<file path="config.mk">
export PLATFORM = sky130hd
export DESIGN_NAME = aes_fifo_bridge
export DESIGN_NICKNAME = d
export VERILOG_FILES = /design/src/hdl/aes_bridge_pkg.sv /design/src/hdl/aes_fifo_bridge.sv /design/src/hdl/read_responder.sv /design/src/hdl/cipher_sequencer.sv /design/src/hdl/bus_decoder.sv /design/src/hdl/byte_fifo.sv
export VERILOG_INCLUDE_DIRS = /design/src /design/src/include
export SDC_FILE = /design/constraint.sdc
export NUM_CORES = 1
export LEC_CHECK = 0
export ABC_AREA = 1
export BUFFER_PORTS_ARGS = -buffer_cell sky130_fd_sc_hd__buf_2
export CAP_MARGIN = 20
export CORE_ASPECT_RATIO = 0.75
export CORE_UTILIZATION = 55
export DETAILED_ROUTE_END_ITERATION = 7
export GPL_ROUTABILITY_DRIVEN = 0
export PLACE_DENSITY = 0.74
export SETUP_SLACK_MARGIN = 0.02
export SLEW_MARGIN = 10
export SYNTH_ARGS = -nofsm -noshare
export SYNTH_HDL_FRONTEND = slang
export SYNTH_HIERARCHICAL = 1
export SYNTH_SLANG_ARGS = --single-unit
</file>
<file path="constraint.sdc">
create_clock -name clk_main_a0 -period 2.7 [get_ports clk_main_a0]
set_input_delay 0.27 -clock clk_main_a0 [delete_from_list [all_inputs] [get_ports clk_main_a0]]
set_output_delay 0.27 -clock clk_main_a0 [all_outputs]
set_load 0.02 [all_outputs]
</file>
<file path="src/include/aes_bridge_params.svh">
/*
 * Bus map and sizing for the AES FIFO bridge.
 * Include this in any module or testbench that needs the bridge
 * addresses, the block length or the FIFO depth.
 */

`ifndef AES_BRIDGE_PARAMS_SVH
`define AES_BRIDGE_PARAMS_SVH

// bus addresses
`define BRIDGE_DATA_ADDR     32'h0000_0510  // byte writes, result reads
`define BRIDGE_STATUS_ADDR   32'h0000_0514  // done flag in bit 0

// block sizing
`define BLOCK_BYTES          16  // key or plaintext length in bytes

// every bridge FIFO, never below BLOCK_BYTES
`define BRIDGE_FIFO_DEPTH    16

`endif
</file>
<file path="src/hdl/aes_bridge_pkg.sv">
/*
 * Shared types for the AES FIFO bridge.
 * Byte and bus vectors plus the sequencer state encoding.
 * Ports name these by scope, module bodies import the package.
 */

`default_nettype none

package aes_bridge_pkg;

	// ----------------------------------------
	// data widths
	// ----------------------------------------
	typedef logic [7:0]  byte_t;      // key, plaintext or result byte
	typedef logic [31:0] bus_addr_t;  // bus address
	typedef logic [31:0] bus_data_t;  // bus data word

	// ----------------------------------------
	// sequencer FSM
	// ----------------------------------------
	typedef enum logic [1:0] {
		collect_key  = 2'd0,  // loading 16 key bytes
		collect_text = 2'd1,  // loading 16 plaintext bytes
		run_cipher   = 2'd2,  // addroundkey into output fifo
		serve_read   = 2'd3   // results waiting for software
	} seq_state_e;

endpackage

`default_nettype wire

</file>
<file path="src/hdl/aes_fifo_bridge.sv">
/*
 * Top of the AES FIFO bridge.
 * Connects the bus decoder, the three byte FIFOs, the cipher
 * sequencer and the read responder. Software loads key and
 * plaintext at the data address and polls status for done.
 */

`timescale 1ns/10ps
`default_nettype none

`include "aes_bridge_params.svh"

module aes_fifo_bridge
(
	input  wire                            clk_main_a0,
	input  wire                            rst_main_n_sync,
	input  wire aes_bridge_pkg::bus_addr_t wr_addr,
	input  wire                            wready,
	input  wire aes_bridge_pkg::bus_data_t wdata,
	input  wire                            arvalid_q,
	input  wire aes_bridge_pkg::bus_addr_t araddr_q,
	input  wire                            rready,
	output logic                           rvalid,
	output aes_bridge_pkg::bus_data_t      rdata
);
	import aes_bridge_pkg::*;

	// ----------------------------------------
	// internal wiring
	// ----------------------------------------
	logic  wr_strobe;
	byte_t wr_byte;
	logic  rd_data_sel;
	logic  rd_status_sel;
	logic  key_push;
	logic  text_push;
	byte_t push_byte;
	logic  in_pop;      // shared pop for key and text
	byte_t key_byte;
	byte_t text_byte;
	logic  key_full;
	logic  key_empty;
	logic  text_full;
	logic  text_empty;
	logic  out_push;
	byte_t out_byte;
	logic  out_full;
	logic  out_empty;
	byte_t res_byte;
	logic  res_pop;
	logic  done;

	bus_decoder u_bus_decoder (
		.clk_main_a0     (clk_main_a0),
		.rst_main_n_sync (rst_main_n_sync),
		.wr_addr         (wr_addr),
		.wready          (wready),
		.wdata           (wdata),
		.araddr_q        (araddr_q),
		.wr_strobe       (wr_strobe),
		.wr_byte         (wr_byte),
		.rd_data_sel     (rd_data_sel),
		.rd_status_sel   (rd_status_sel)
	);

	// ----------------------------------------
	// fifos
	// ----------------------------------------
	byte_fifo #(.depth(`BRIDGE_FIFO_DEPTH)) u_key_fifo (
		.clk_main_a0     (clk_main_a0),
		.rst_main_n_sync (rst_main_n_sync),
		.push            (key_push),
		.din             (push_byte),
		.pop             (in_pop),
		.dout            (key_byte),
		.full            (key_full),
		.empty           (key_empty)
	);

	byte_fifo #(.depth(`BRIDGE_FIFO_DEPTH)) u_text_fifo (
		.clk_main_a0     (clk_main_a0),
		.rst_main_n_sync (rst_main_n_sync),
		.push            (text_push),
		.din             (push_byte),
		.pop             (in_pop),
		.dout            (text_byte),
		.full            (text_full),
		.empty           (text_empty)
	);

	byte_fifo #(.depth(`BRIDGE_FIFO_DEPTH)) u_out_fifo (
		.clk_main_a0     (clk_main_a0),
		.rst_main_n_sync (rst_main_n_sync),
		.push            (out_push),
		.din             (out_byte),
		.pop             (res_pop),
		.dout            (res_byte),
		.full            (out_full),
		.empty           (out_empty)
	);

	// ----------------------------------------
	// control and read channel
	// ----------------------------------------
	cipher_sequencer u_cipher_sequencer (
		.clk_main_a0     (clk_main_a0),
		.rst_main_n_sync (rst_main_n_sync),
		.wr_strobe       (wr_strobe),
		.wr_byte         (wr_byte),
		.key_push        (key_push),
		.text_push       (text_push),
		.push_byte       (push_byte),
		.key_full        (key_full),
		.text_full       (text_full),
		.key_empty       (key_empty),
		.in_pop          (in_pop),
		.key_byte        (key_byte),
		.text_byte       (text_byte),
		.out_push        (out_push),
		.out_byte        (out_byte),
		.out_full        (out_full),
		.out_empty       (out_empty),
		.done            (done)
	);

	read_responder u_read_responder (
		.clk_main_a0     (clk_main_a0),
		.rst_main_n_sync (rst_main_n_sync),
		.arvalid_q       (arvalid_q),
		.rd_data_sel     (rd_data_sel),
		.rd_status_sel   (rd_status_sel),
		.rready          (rready),
		.done            (done),
		.res_byte        (res_byte),
		.res_empty       (out_empty),
		.res_pop         (res_pop),
		.rvalid          (rvalid),
		.rdata           (rdata)
	);

	// sequencer watches key_empty only, text fifo must keep pace
	a_lockstep: assert property (@(posedge clk_main_a0) disable iff (!rst_main_n_sync)
		key_empty |-> text_empty)
		else $error("aes_fifo_bridge: key and text fifos out of step");

endmodule

`default_nettype wire

</file>
<file path="src/hdl/read_responder.sv">
/*
 * Read channel of the bridge.
 * Takes one read at a time, returns a result byte or the done flag,
 * and holds rvalid and rdata until the master asserts rready.
 */

`timescale 1ns/10ps
`default_nettype none

module read_responder
(
	input  wire                        clk_main_a0,
	input  wire                        rst_main_n_sync,
	input  wire                        arvalid_q,
	input  wire                        rd_data_sel,
	input  wire                        rd_status_sel,
	input  wire                        rready,
	input  wire                        done,
	input  wire aes_bridge_pkg::byte_t res_byte,
	input  wire                        res_empty,
	output logic                       res_pop,
	output logic                       rvalid,
	output aes_bridge_pkg::bus_data_t  rdata
);
	import aes_bridge_pkg::*;

	bus_data_t rdata_next;
	logic      accept;  // new read taken this cycle

	assign accept  = arvalid_q && !rvalid;  // only while idle
	assign res_pop = accept && rd_data_sel && !res_empty;

	// response word, zero for empty fifo or unknown address
	always_comb
	begin
		rdata_next = '0;
		if (rd_status_sel)
			rdata_next = {31'b0, done};
		else if (rd_data_sel && !res_empty)
			rdata_next = {24'b0, res_byte};
	end

	always_ff @(posedge clk_main_a0)
	begin
		if (!rst_main_n_sync)
			rvalid <= 1'b0;
		else if (accept)
			rvalid <= 1'b1;
		else if (rready)
			rvalid <= 1'b0;  // handshake done
	end

	always_ff @(posedge clk_main_a0)
	begin
		if (accept)
			rdata <= rdata_next;
	end

	// back-pressure, response frozen until taken
	a_hold_resp: assert property (@(posedge clk_main_a0) disable iff (!rst_main_n_sync)
		rvalid && !rready |=> rvalid && $stable(rdata))
		else $error("read_responder: response changed under back-pressure");

endmodule

`default_nettype wire

</file>
<file path="src/hdl/cipher_sequencer.sv">
/*
 * Control FSM of the bridge.
 * Steers write bytes into the key FIFO, then the plaintext FIFO,
 * pops both in lockstep through the registered AddRoundKey XOR into
 * the output FIFO and raises done until software drains the results.
 */

`timescale 1ns/10ps
`default_nettype none

module cipher_sequencer
(
	input  wire                        clk_main_a0,
	input  wire                        rst_main_n_sync,
	// write byte stream
	input  wire                        wr_strobe,
	input  wire aes_bridge_pkg::byte_t wr_byte,
	// input fifo side
	output logic                       key_push,
	output logic                       text_push,
	output aes_bridge_pkg::byte_t      push_byte,
	input  wire                        key_full,
	input  wire                        text_full,
	input  wire                        key_empty,
	output logic                       in_pop,
	input  wire aes_bridge_pkg::byte_t key_byte,
	input  wire aes_bridge_pkg::byte_t text_byte,
	// output fifo side
	output logic                       out_push,
	output aes_bridge_pkg::byte_t      out_byte,
	input  wire                        out_full,
	input  wire                        out_empty,
	output logic                       done
);
	import aes_bridge_pkg::*;

	seq_state_e state;
	seq_state_e state_next;
	logic       key_phase;   // strobe goes to key fifo
	logic       text_phase;  // strobe goes to text fifo

	// ----------------------------------------
	// write steering
	// ----------------------------------------
	// key_full ends the key phase right away, so a back-to-back
	// write in the transition cycle still lands in the text fifo
	assign key_phase  = (state == collect_key) && !key_full;
	assign text_phase = ((state == collect_key) && key_full) ||
	                    ((state == collect_text) && !text_full);

	assign key_push  = wr_strobe && key_phase;
	assign text_push = wr_strobe && text_phase;
	assign push_byte = wr_byte;  // shared din for both input fifos

	// ----------------------------------------
	// run path
	// ----------------------------------------
	// both fifos hold the same count, key_empty stands for both
	assign in_pop = (state == run_cipher) && !key_empty;

	always_ff @(posedge clk_main_a0)
	begin
		if (in_pop)
			out_byte <= key_byte ^ text_byte;  // addroundkey
	end

	// ----------------------------------------
	// FSM
	// ----------------------------------------
	always_comb
	begin
		state_next = state;
		unique case (state)
			collect_key:
			begin
				if (key_full)
					state_next = collect_text;
			end
			collect_text:
			begin
				if (text_full)
					state_next = run_cipher;
			end
			run_cipher:
			begin
				if (out_full)
					state_next = serve_read;  // all 16 results queued
			end
			serve_read:
			begin
				if (out_empty)
					state_next = collect_key;  // software drained it
			end
			default:
				state_next = collect_key;
		endcase
	end

	always_ff @(posedge clk_main_a0)
	begin
		if (!rst_main_n_sync)
		begin
			state    <= collect_key;
			out_push <= 1'b0;
		end
		else
		begin
			state    <= state_next;
			out_push <= in_pop;  // push lands one cycle after pop
		end
	end

	assign done = (state == serve_read);

	// lockstep pops only while results still fit
	a_pop_in_run: assert property (@(posedge clk_main_a0) disable iff (!rst_main_n_sync)
		in_pop |-> (state == run_cipher) && !out_full)
		else $error("cipher_sequencer: input pop outside run_cipher");

endmodule

`default_nettype wire

</file>
<file path="src/hdl/bus_decoder.sv">
/*
 * Address decode for the bridge bus.
 * An accepted write to the data address comes out one cycle later
 * as a single-cycle strobe with the low byte of wdata.
 * The read address is decoded combinationally into two selects.
 */

`timescale 1ns/10ps
`default_nettype none

`include "aes_bridge_params.svh"

module bus_decoder
(
	input  wire                            clk_main_a0,
	input  wire                            rst_main_n_sync,
	input  wire aes_bridge_pkg::bus_addr_t wr_addr,
	input  wire                            wready,
	input  wire aes_bridge_pkg::bus_data_t wdata,
	input  wire aes_bridge_pkg::bus_addr_t araddr_q,
	output logic                           wr_strobe,
	output aes_bridge_pkg::byte_t          wr_byte,
	output logic                           rd_data_sel,
	output logic                           rd_status_sel
);
	logic wr_hit;  // write accepted this cycle

	assign wr_hit = wready && (wr_addr == `BRIDGE_DATA_ADDR);

	always_ff @(posedge clk_main_a0)
	begin
		if (!rst_main_n_sync)
			wr_strobe <= 1'b0;
		else
			wr_strobe <= wr_hit;  // one pulse per accepted write
	end

	always_ff @(posedge clk_main_a0)
	begin
		if (wr_hit)
			wr_byte <= wdata[7:0];  // only low byte carries data
	end

	// read side, no register
	assign rd_data_sel   = (araddr_q == `BRIDGE_DATA_ADDR);
	assign rd_status_sel = (araddr_q == `BRIDGE_STATUS_ADDR);

endmodule

`default_nettype wire

</file>
<file path="src/hdl/byte_fifo.sv">
/*
 * Synchronous byte FIFO with show-ahead output.
 * dout always carries the head entry, pop just advances past it.
 * Pushes while full and pops while empty are dropped and flagged.
 */

`timescale 1ns/10ps
`default_nettype none

module byte_fifo #(
	parameter int depth = 16
)
(
	input  wire                        clk_main_a0,
	input  wire                        rst_main_n_sync,
	input  wire                        push,
	input  wire aes_bridge_pkg::byte_t din,
	input  wire                        pop,
	output aes_bridge_pkg::byte_t      dout,
	output logic                       full,
	output logic                       empty
);
	import aes_bridge_pkg::*;

	localparam int            aw        = (depth > 1) ? $clog2(depth) : 1;
	localparam logic [aw-1:0] last_idx  = aw'(depth - 1);
	localparam logic [aw:0]   depth_cnt = (aw+1)'(depth);

	byte_t         mem [depth];  // storage, no reset
	logic [aw-1:0] wr_ptr;
	logic [aw-1:0] rd_ptr;
	logic [aw:0]   count;        // occupancy
	logic          do_push;
	logic          do_pop;

	assign do_push = push && !full;
	assign do_pop  = pop && !empty;
	assign full    = (count == depth_cnt);
	assign empty   = (count == '0);
	assign dout    = mem[rd_ptr];  // head byte, no read latency

	always_ff @(posedge clk_main_a0)
	begin
		if (do_push)
			mem[wr_ptr] <= din;
	end

	// pointers wrap at depth, so non power of two also works
	always_ff @(posedge clk_main_a0)
	begin
		if (!rst_main_n_sync)
		begin
			wr_ptr <= '0;
			rd_ptr <= '0;
			count  <= '0;
		end
		else
		begin
			if (do_push)
				wr_ptr <= (wr_ptr == last_idx) ? '0 : wr_ptr + 1'b1;
			if (do_pop)
				rd_ptr <= (rd_ptr == last_idx) ? '0 : rd_ptr + 1'b1;
			case ({do_push, do_pop})
				2'b10:   count <= count + 1'b1;
				2'b01:   count <= count - 1'b1;
				default: count <= count;  // idle or push+pop together
			endcase
		end
	end

	// caller must respect the flags
	a_no_overflow: assert property (@(posedge clk_main_a0) disable iff (!rst_main_n_sync)
		!(push && full))
		else $error("byte_fifo: push while full");

	a_no_underflow: assert property (@(posedge clk_main_a0) disable iff (!rst_main_n_sync)
		!(pop && empty))
		else $error("byte_fifo: pop while empty");

endmodule

`default_nettype wire

</file>
# Word level (Yosys, flattened, before mapping)
# Memory sizes are Yosys's and may differ from the RTL's. A register that Yosys moved wholly into a read port is not among the register bits.
# Index checks and enable logic that the tools add are counted.
[totals]
out_inout_bits = 33
word_cells = 125
register_bits = 92
latch_bits = 0
ramBits = 384
memories = 3
inputBits = 101
romBits = 0
[mem_list]
columns = ["name", "words", "word_bits", "read_ports", "rd_ports_with_merged_regs", "write_ports", "line_no", "text"]
rows = [
  ["u_key_fifo.mem", 16, 8, 1, 1, 1, "byte_fifo.sv:29", "byte_t mem [depth];"],
  ["u_out_fifo.mem", 16, 8, 1, 1, 1, "byte_fifo.sv:29", ""],
  ["u_text_fifo.mem", 16, 8, 1, 1, 1, "byte_fifo.sv:29", ""],
]
[op_classes]
reduce_logical = 35
add_sub_neg = 12
n_mul = 0
order_cmp = 0
n_eq_ne = 25
mux = 30
div_mod_pow = 0
bitwise_logic = 2
shifts = 0
[op_table]
columns = ["operator", "n"]
rows = [
  ["32-bit by 11-bit == test with 1-bit output, second input constant", 3],
  ["4-bit 2-to-1 mux", 12],
  ["5-bit one-hot mux with 2 select lines", 3],
  ["4-bit by 1-bit adder with 4-bit output, second input constant", 6],
  ["4-bit == test, second input constant", 6],
  ["1-bit logical AND", 17],
  ["5-bit by 1-bit adder with 5-bit output, second input constant", 3],
  ["5-bit == test, second input constant", 3],
  ["5-bit logical NOT", 3],
  ["5-bit by 1-bit subtractor with 5-bit output, second input constant", 3],
  ["2-bit == test, second input constant", 5],
  ["1-bit 2-to-1 mux", 10],
  ["2-bit by 1-bit == test with 1-bit output, second input constant", 4],
  ["2-bit 2-to-1 mux", 4],
  ["2-bit one-hot mux with 4 select lines", 1],
  ["2-bit nonzero test", 4],
  ["8-bit XOR", 1],
  ["1-bit logical NOT", 7],
  ["2-bit by 1-bit inequality test with 1-bit output, second input constant", 2],
  ["2-bit inequality test, second input constant", 2],
  ["4-bit AND reduction", 1],
  ["2-bit logical NOT", 1],
  ["2-bit OR reduction", 1],
  ["1-bit logical OR", 1],
  ["1-bit inverter", 1],
]

# Depth between registers and ports, before layout
[logic_depth]
depth_word = 8
mapped_depth = 22
depth_no_buf = 22

# Modules after synthesis
# Netlist, hierarchy kept.
[by_module_without_submodules]
columns = ["mod", "area_each_um2", "seq_area_each_um2", "cells_per_inst", "n_inst"]
rows = [
  ["byte_fifo", 6214.7, 4184.0, 549, 3],
  ["cipher_sequencer", 613.1, 300.3, 61, 1],
  ["read_responder", 569.3, 260.2, 62, 1],
  ["bus_decoder", 526.8, 260.2, 73, 1],
]

# Worst setup path before layout
# No wires, ideal clock.
[synth_path]
path_type = "register to register"
start = "register u_cipher_sequencer.state[0]"
end = "register u_text_fifo.count[2]"
slack_ns = 0.125
t_required_ns = 2.585
n_path_buf = 0
period_less_slack_ns = 2.575
arrival_time_ns = 2.460
path_stages_with_launch = 17
setup_time_ns = 0.115
path_cell_list = "dfxtp_1 inv_1 ha_1 inv_1 nor2_1 nand2_1 inv_1 ha_1 inv_1 nand2_1 nand2_1 ha_1 inv_1 nand2_1 xor2_1 o21ai_0 inv_1"
[synth_via]
word_cells_on_any_way = 14
cone_classes = "eq/ne: 4; mux: 1; reduce/logical: 9"
[synth_rtl]
columns = ["element", "line_no", "text"]
rows = [
  ["start: declaration", "cipher_sequencer.sv:37", "seq_state_e state;"],
  ["start signal: assignment", "cipher_sequencer.sv:103", "state <= collect_key;"],
  ["start signal: assignment", "cipher_sequencer.sv:108", "state <= state_next;"],
  ["2-bit == test *", "cipher_sequencer.sv:59", "assign in_pop = (state == run_cipher) && !key_empty;"],
  ["1-bit logical AND *", "cipher_sequencer.sv:59", ""],
  ["via in_pop", "aes_fifo_bridge.sv:38", "logic in_pop;"],
  ["1-bit logical AND *", "byte_fifo.sv:37", "assign do_pop = pop && !empty;"],
  ["2-bit by 1-bit == test with 1-bit output or 2-bit == test (tied branches)", "byte_fifo.sv:63", "case ({do_push, do_pop})"],
  ["5-bit one-hot mux with 2 select lines or 2-bit nonzero test (tied branches)", "--", ""],
  ["end signal: assignment", "byte_fifo.sv:64", "2'b10: count <= count + 1'b1;"],
  ["end signal: assignment", "byte_fifo.sv:65", "2'b01: count <= count - 1'b1;"],
  ["end signal: assignment", "byte_fifo.sv:66", "default: count <= count;"],
  ["end: declaration", "byte_fifo.sv:32", "logic [aw:0] count;"],
]
# The timed path passes the listed nets; every way through them passes the cells marked *.
# A chain may end at the register's enable or synchronous reset.

# Worst setup path in the final report
[layout_path]
start = "register u_cipher_sequencer.state[0]"
end = "register u_key_fifo.count[4]"
[layout_via]
word_cells_on_any_way = 11
cone_classes = "eq/ne: 3; mux: 1; reduce/logical: 7"
[layout_rtl]
columns = ["element", "line_no"]
rows = [
  ["2-bit == test *", "cipher_sequencer.sv:59"],
  ["1-bit logical AND *", "cipher_sequencer.sv:59"],
  ["via in_pop", "aes_fifo_bridge.sv:38"],
  ["1-bit logical AND *", "byte_fifo.sv:37"],
  ["2-bit by 1-bit == test with 1-bit output or 2-bit == test (tied branches)", "byte_fifo.sv:63"],
  ["5-bit one-hot mux with 2 select lines or 2-bit nonzero test (tied branches)", "--"],
  ["end signal: assignment", "byte_fifo.sv:64"],
  ["end signal: assignment", "byte_fifo.sv:65"],
  ["end signal: assignment", "byte_fifo.sv:66"],
  ["end: declaration", "byte_fifo.sv:32"],
]
# Marked as above.

==> results by group <==
STA
  – Crit share post-route: 0.9049
  – Minimum clock period: between 2000 and 2500 ps
  – Least-Margin Pin Slew: 841.8 ps
  – Clk_skew: around 17 ps
  – PnR worst setup slack: around 260 ps
  – Final setup TNS: 0 ps
  – Max-slew headroom at the worst pin: 0.4368
  – F_max: between 0.4 and 0.5 GHz
  – RSZ-0062 raised after global routing: true
  – Setup violators final: 0
  – Pins Over Slew Limit: 0
  – Final hold violation count: 0

Power
  – PD cells: between 500 and 600 nW/µm²
  – Peak VDD IR: roughly 0.61 mV
  – Leak Pwr: roughly 8.6 nW

Global route
  – Initial antenna violation count: 1
  – Global Route Usage Sum: 0.2262
  – Number of global-route vias before repair: 12780
  – GR Overflow Total: 0
  – First-pass GRT wire length: around 67000 µm
  – Largest net degree at the start of global routing: 129

Routing
  – First drt pass iteration count: 7
  – DR WL met3: approximately 3200 µm
  – Routed wire length per instance: between 15 and 20 µm
  – Met2 wire length: around 20000 µm
  – DRT antenna net count: 0
  – Met1 wire length: roughly 18000 µm
  – # DRC: 0
  – Top sig layer: met4
  – Vias: approximately 13000
  – Drt total wl: ~42000 µm
  – Vias per cell: 5.363
  – DR iter-0 viols: roughly 1300

Min path
  – Worst Hold Class: primary input to flip-flop

CTS
  – Clock Tree Buf Depth: 3
  – Worst skew pair latency: 560 ps
  – CTS tree: done
  – CTS Root Cell: clkbuf_16
  – H-tree levels: 2
  – Sink Count: ~460
  – Clock transition at path regs: around 60 ps
  – Num CTS Buffers: 44

Yosys
  – YS warnings: 6
  – Synthesized instance count: 1842
  – Syn avg cell area: ~11 µm²
  – Mapped Area: slightly above 20000 µm²

Cells and area
  – # diodes: 0
  – Final net count: 2099
  – P&R area growth vs syn: 12.41%
  – Most common cell after layout, fill and taps aside: edfxtp_1
  – Fin area: 22870 µm²
  – Most frequent cells in the layout: 408 x edfxtp_1, 287 x inv_1, 253 x nand2_1, 180 x nand3_1, 124 x a21oi_1
  – Share of layout cells above drive strength 1: 0.1436
  – Final core utilization: 0.6322

Setup path
  – Worst EP arrival: ~2900 ps
  – CP Max Fanout: 6
  – Worst setup endpoint: u_key_fifo/count[4]
  – Req. time, crit path: 3150 ps
  – Worst setup EP type: flip-flop
  – Reg-to-reg setup timing slack: 260 ps
  – Crit Path Category: flip-flop to flip-flop
  – Worst Reg-to-Reg Cells: 19
  – Worst R2R End: u_key_fifo/count[4]
  – Crit path launch: u_cipher_sequencer/state[0]
  – Startpoint types: flip-flop
  – Critical R2R Launch: u_cipher_sequencer/state[0]

Floorplanning
  – Chip height: 168.6 µm
  – Std cell rows: 60
  – Core ar.: around 36000 µm²
  – Die W: roughly 220 µm
  – Num ports: 134
  – Initial core utilization: 0.5624
  – Die Area: between 30000 and 40000 µm²

Place
  – Post-DP HPWL: approximately 27000 µm
  – DP Area: around 21000 µm²
  – Pre-CTS WS: roughly 76 ps
  – PortBufs: 85

Run status
  – Status: completed

Job
  – MaxCap Viol Count: 0
==> area by class of cell <==
| cell class | count | area, µm² |
|---|---|---|
| clock buffers | 59 | 1199 |
| clock inverters | 23 | 125.1 |
| fillers | 2759 | 13310 |
| inverters | 293 | 1100 |
| multi-input cells | 1001 | 5294 |
| flip-flops and latches | 464 | 13390 |
| well taps | 496 | 620.6 |
| repair buffers | 166 | 1144 |
==> worst min path at each step <==
stage	cells after the start	slack (ps)	startpoint	end
4_1_cts	4	3	wr_addr[29]	u_bus_decoder/wr_strobe
2_1_floorplan	0	370	wdata[0]	u_bus_decoder/wr_byte[0]
3_3_place_gp	1	450	wdata[2]	u_bus_decoder/wr_byte[2]
6_report	4	20	wr_addr[29]	u_bus_decoder/wr_strobe
3_5_place_dp	1	450	wdata[4]	u_bus_decoder/wr_byte[4]
5_1_grt	4	50	wr_addr[29]	u_bus_decoder/wr_strobe
==> where the power goes <==
group | internal, mW | switching, mW | leakage (nW)
combinational | 0.0687 | 0.101 | 3.77
clock | 3.14 | 2.56 | 0.647
sequential | 7.69 | 0.00316 | 4.13
==> through the flow <==
stage / cells / power, mW / hold slack, ps
final: 2502 / 13.56 / 19.16
after global routing: 2502 / 13.96 / 51.33
after CTS: 2502 / 13.68 / 3.191
after detailed placement: 2411 / 8.007 / 448.1
after global placement: 2411 / 8.001 / 446.1
after floorplan: 1865 / 7.960 / 368.9
==> worst max-delay path, cell delays in order (launching register included) <==
cell and delay (ps):
dfxtp_1 340, inv_1 90, ha_1 190, inv_1 70, nor2_2 150, nand2_1 170, inv_2 140, ha_2 240
inv_1 100, nand2_1 70, nand2_1 70, ha_1 190, inv_1 50, nand2_1 70, nand3_1 110, nand2_1 60
nand2_1 60, nand3_1 70, nand2_1 60, inv_1 40
==> registers in the layout, indices dropped and copies added, names as in the netlist, 5 cells and up, named ones only <==
signal	cells
u_out_fifo/count	5
u_text_fifo/mem	128
u_bus_decoder/wr_byte	8
u_out_fifo/mem	128
u_cipher_sequencer/out_byte	8
u_key_fifo/mem	128
u_read_responder/rdata	8
u_key_fifo/count	5
u_text_fifo/count	5
==> timing repair <==
action | CTS | global route
setup endpoints to repair | 0 | 8
hold endpoints to repair | 9 | 0
buffers inserted | 0 | 0
gates resized for setup | 0 | 11
hold buffers | 9 | 0
==> metal layers <==
layer  vias up  GRT usage
met4         0    0.07058
met2       509     0.3654
met3        68    0.03749
met1      6341     0.3157
met5         -          0
li1       6501          -
Power figures use the tool's default switching activity.
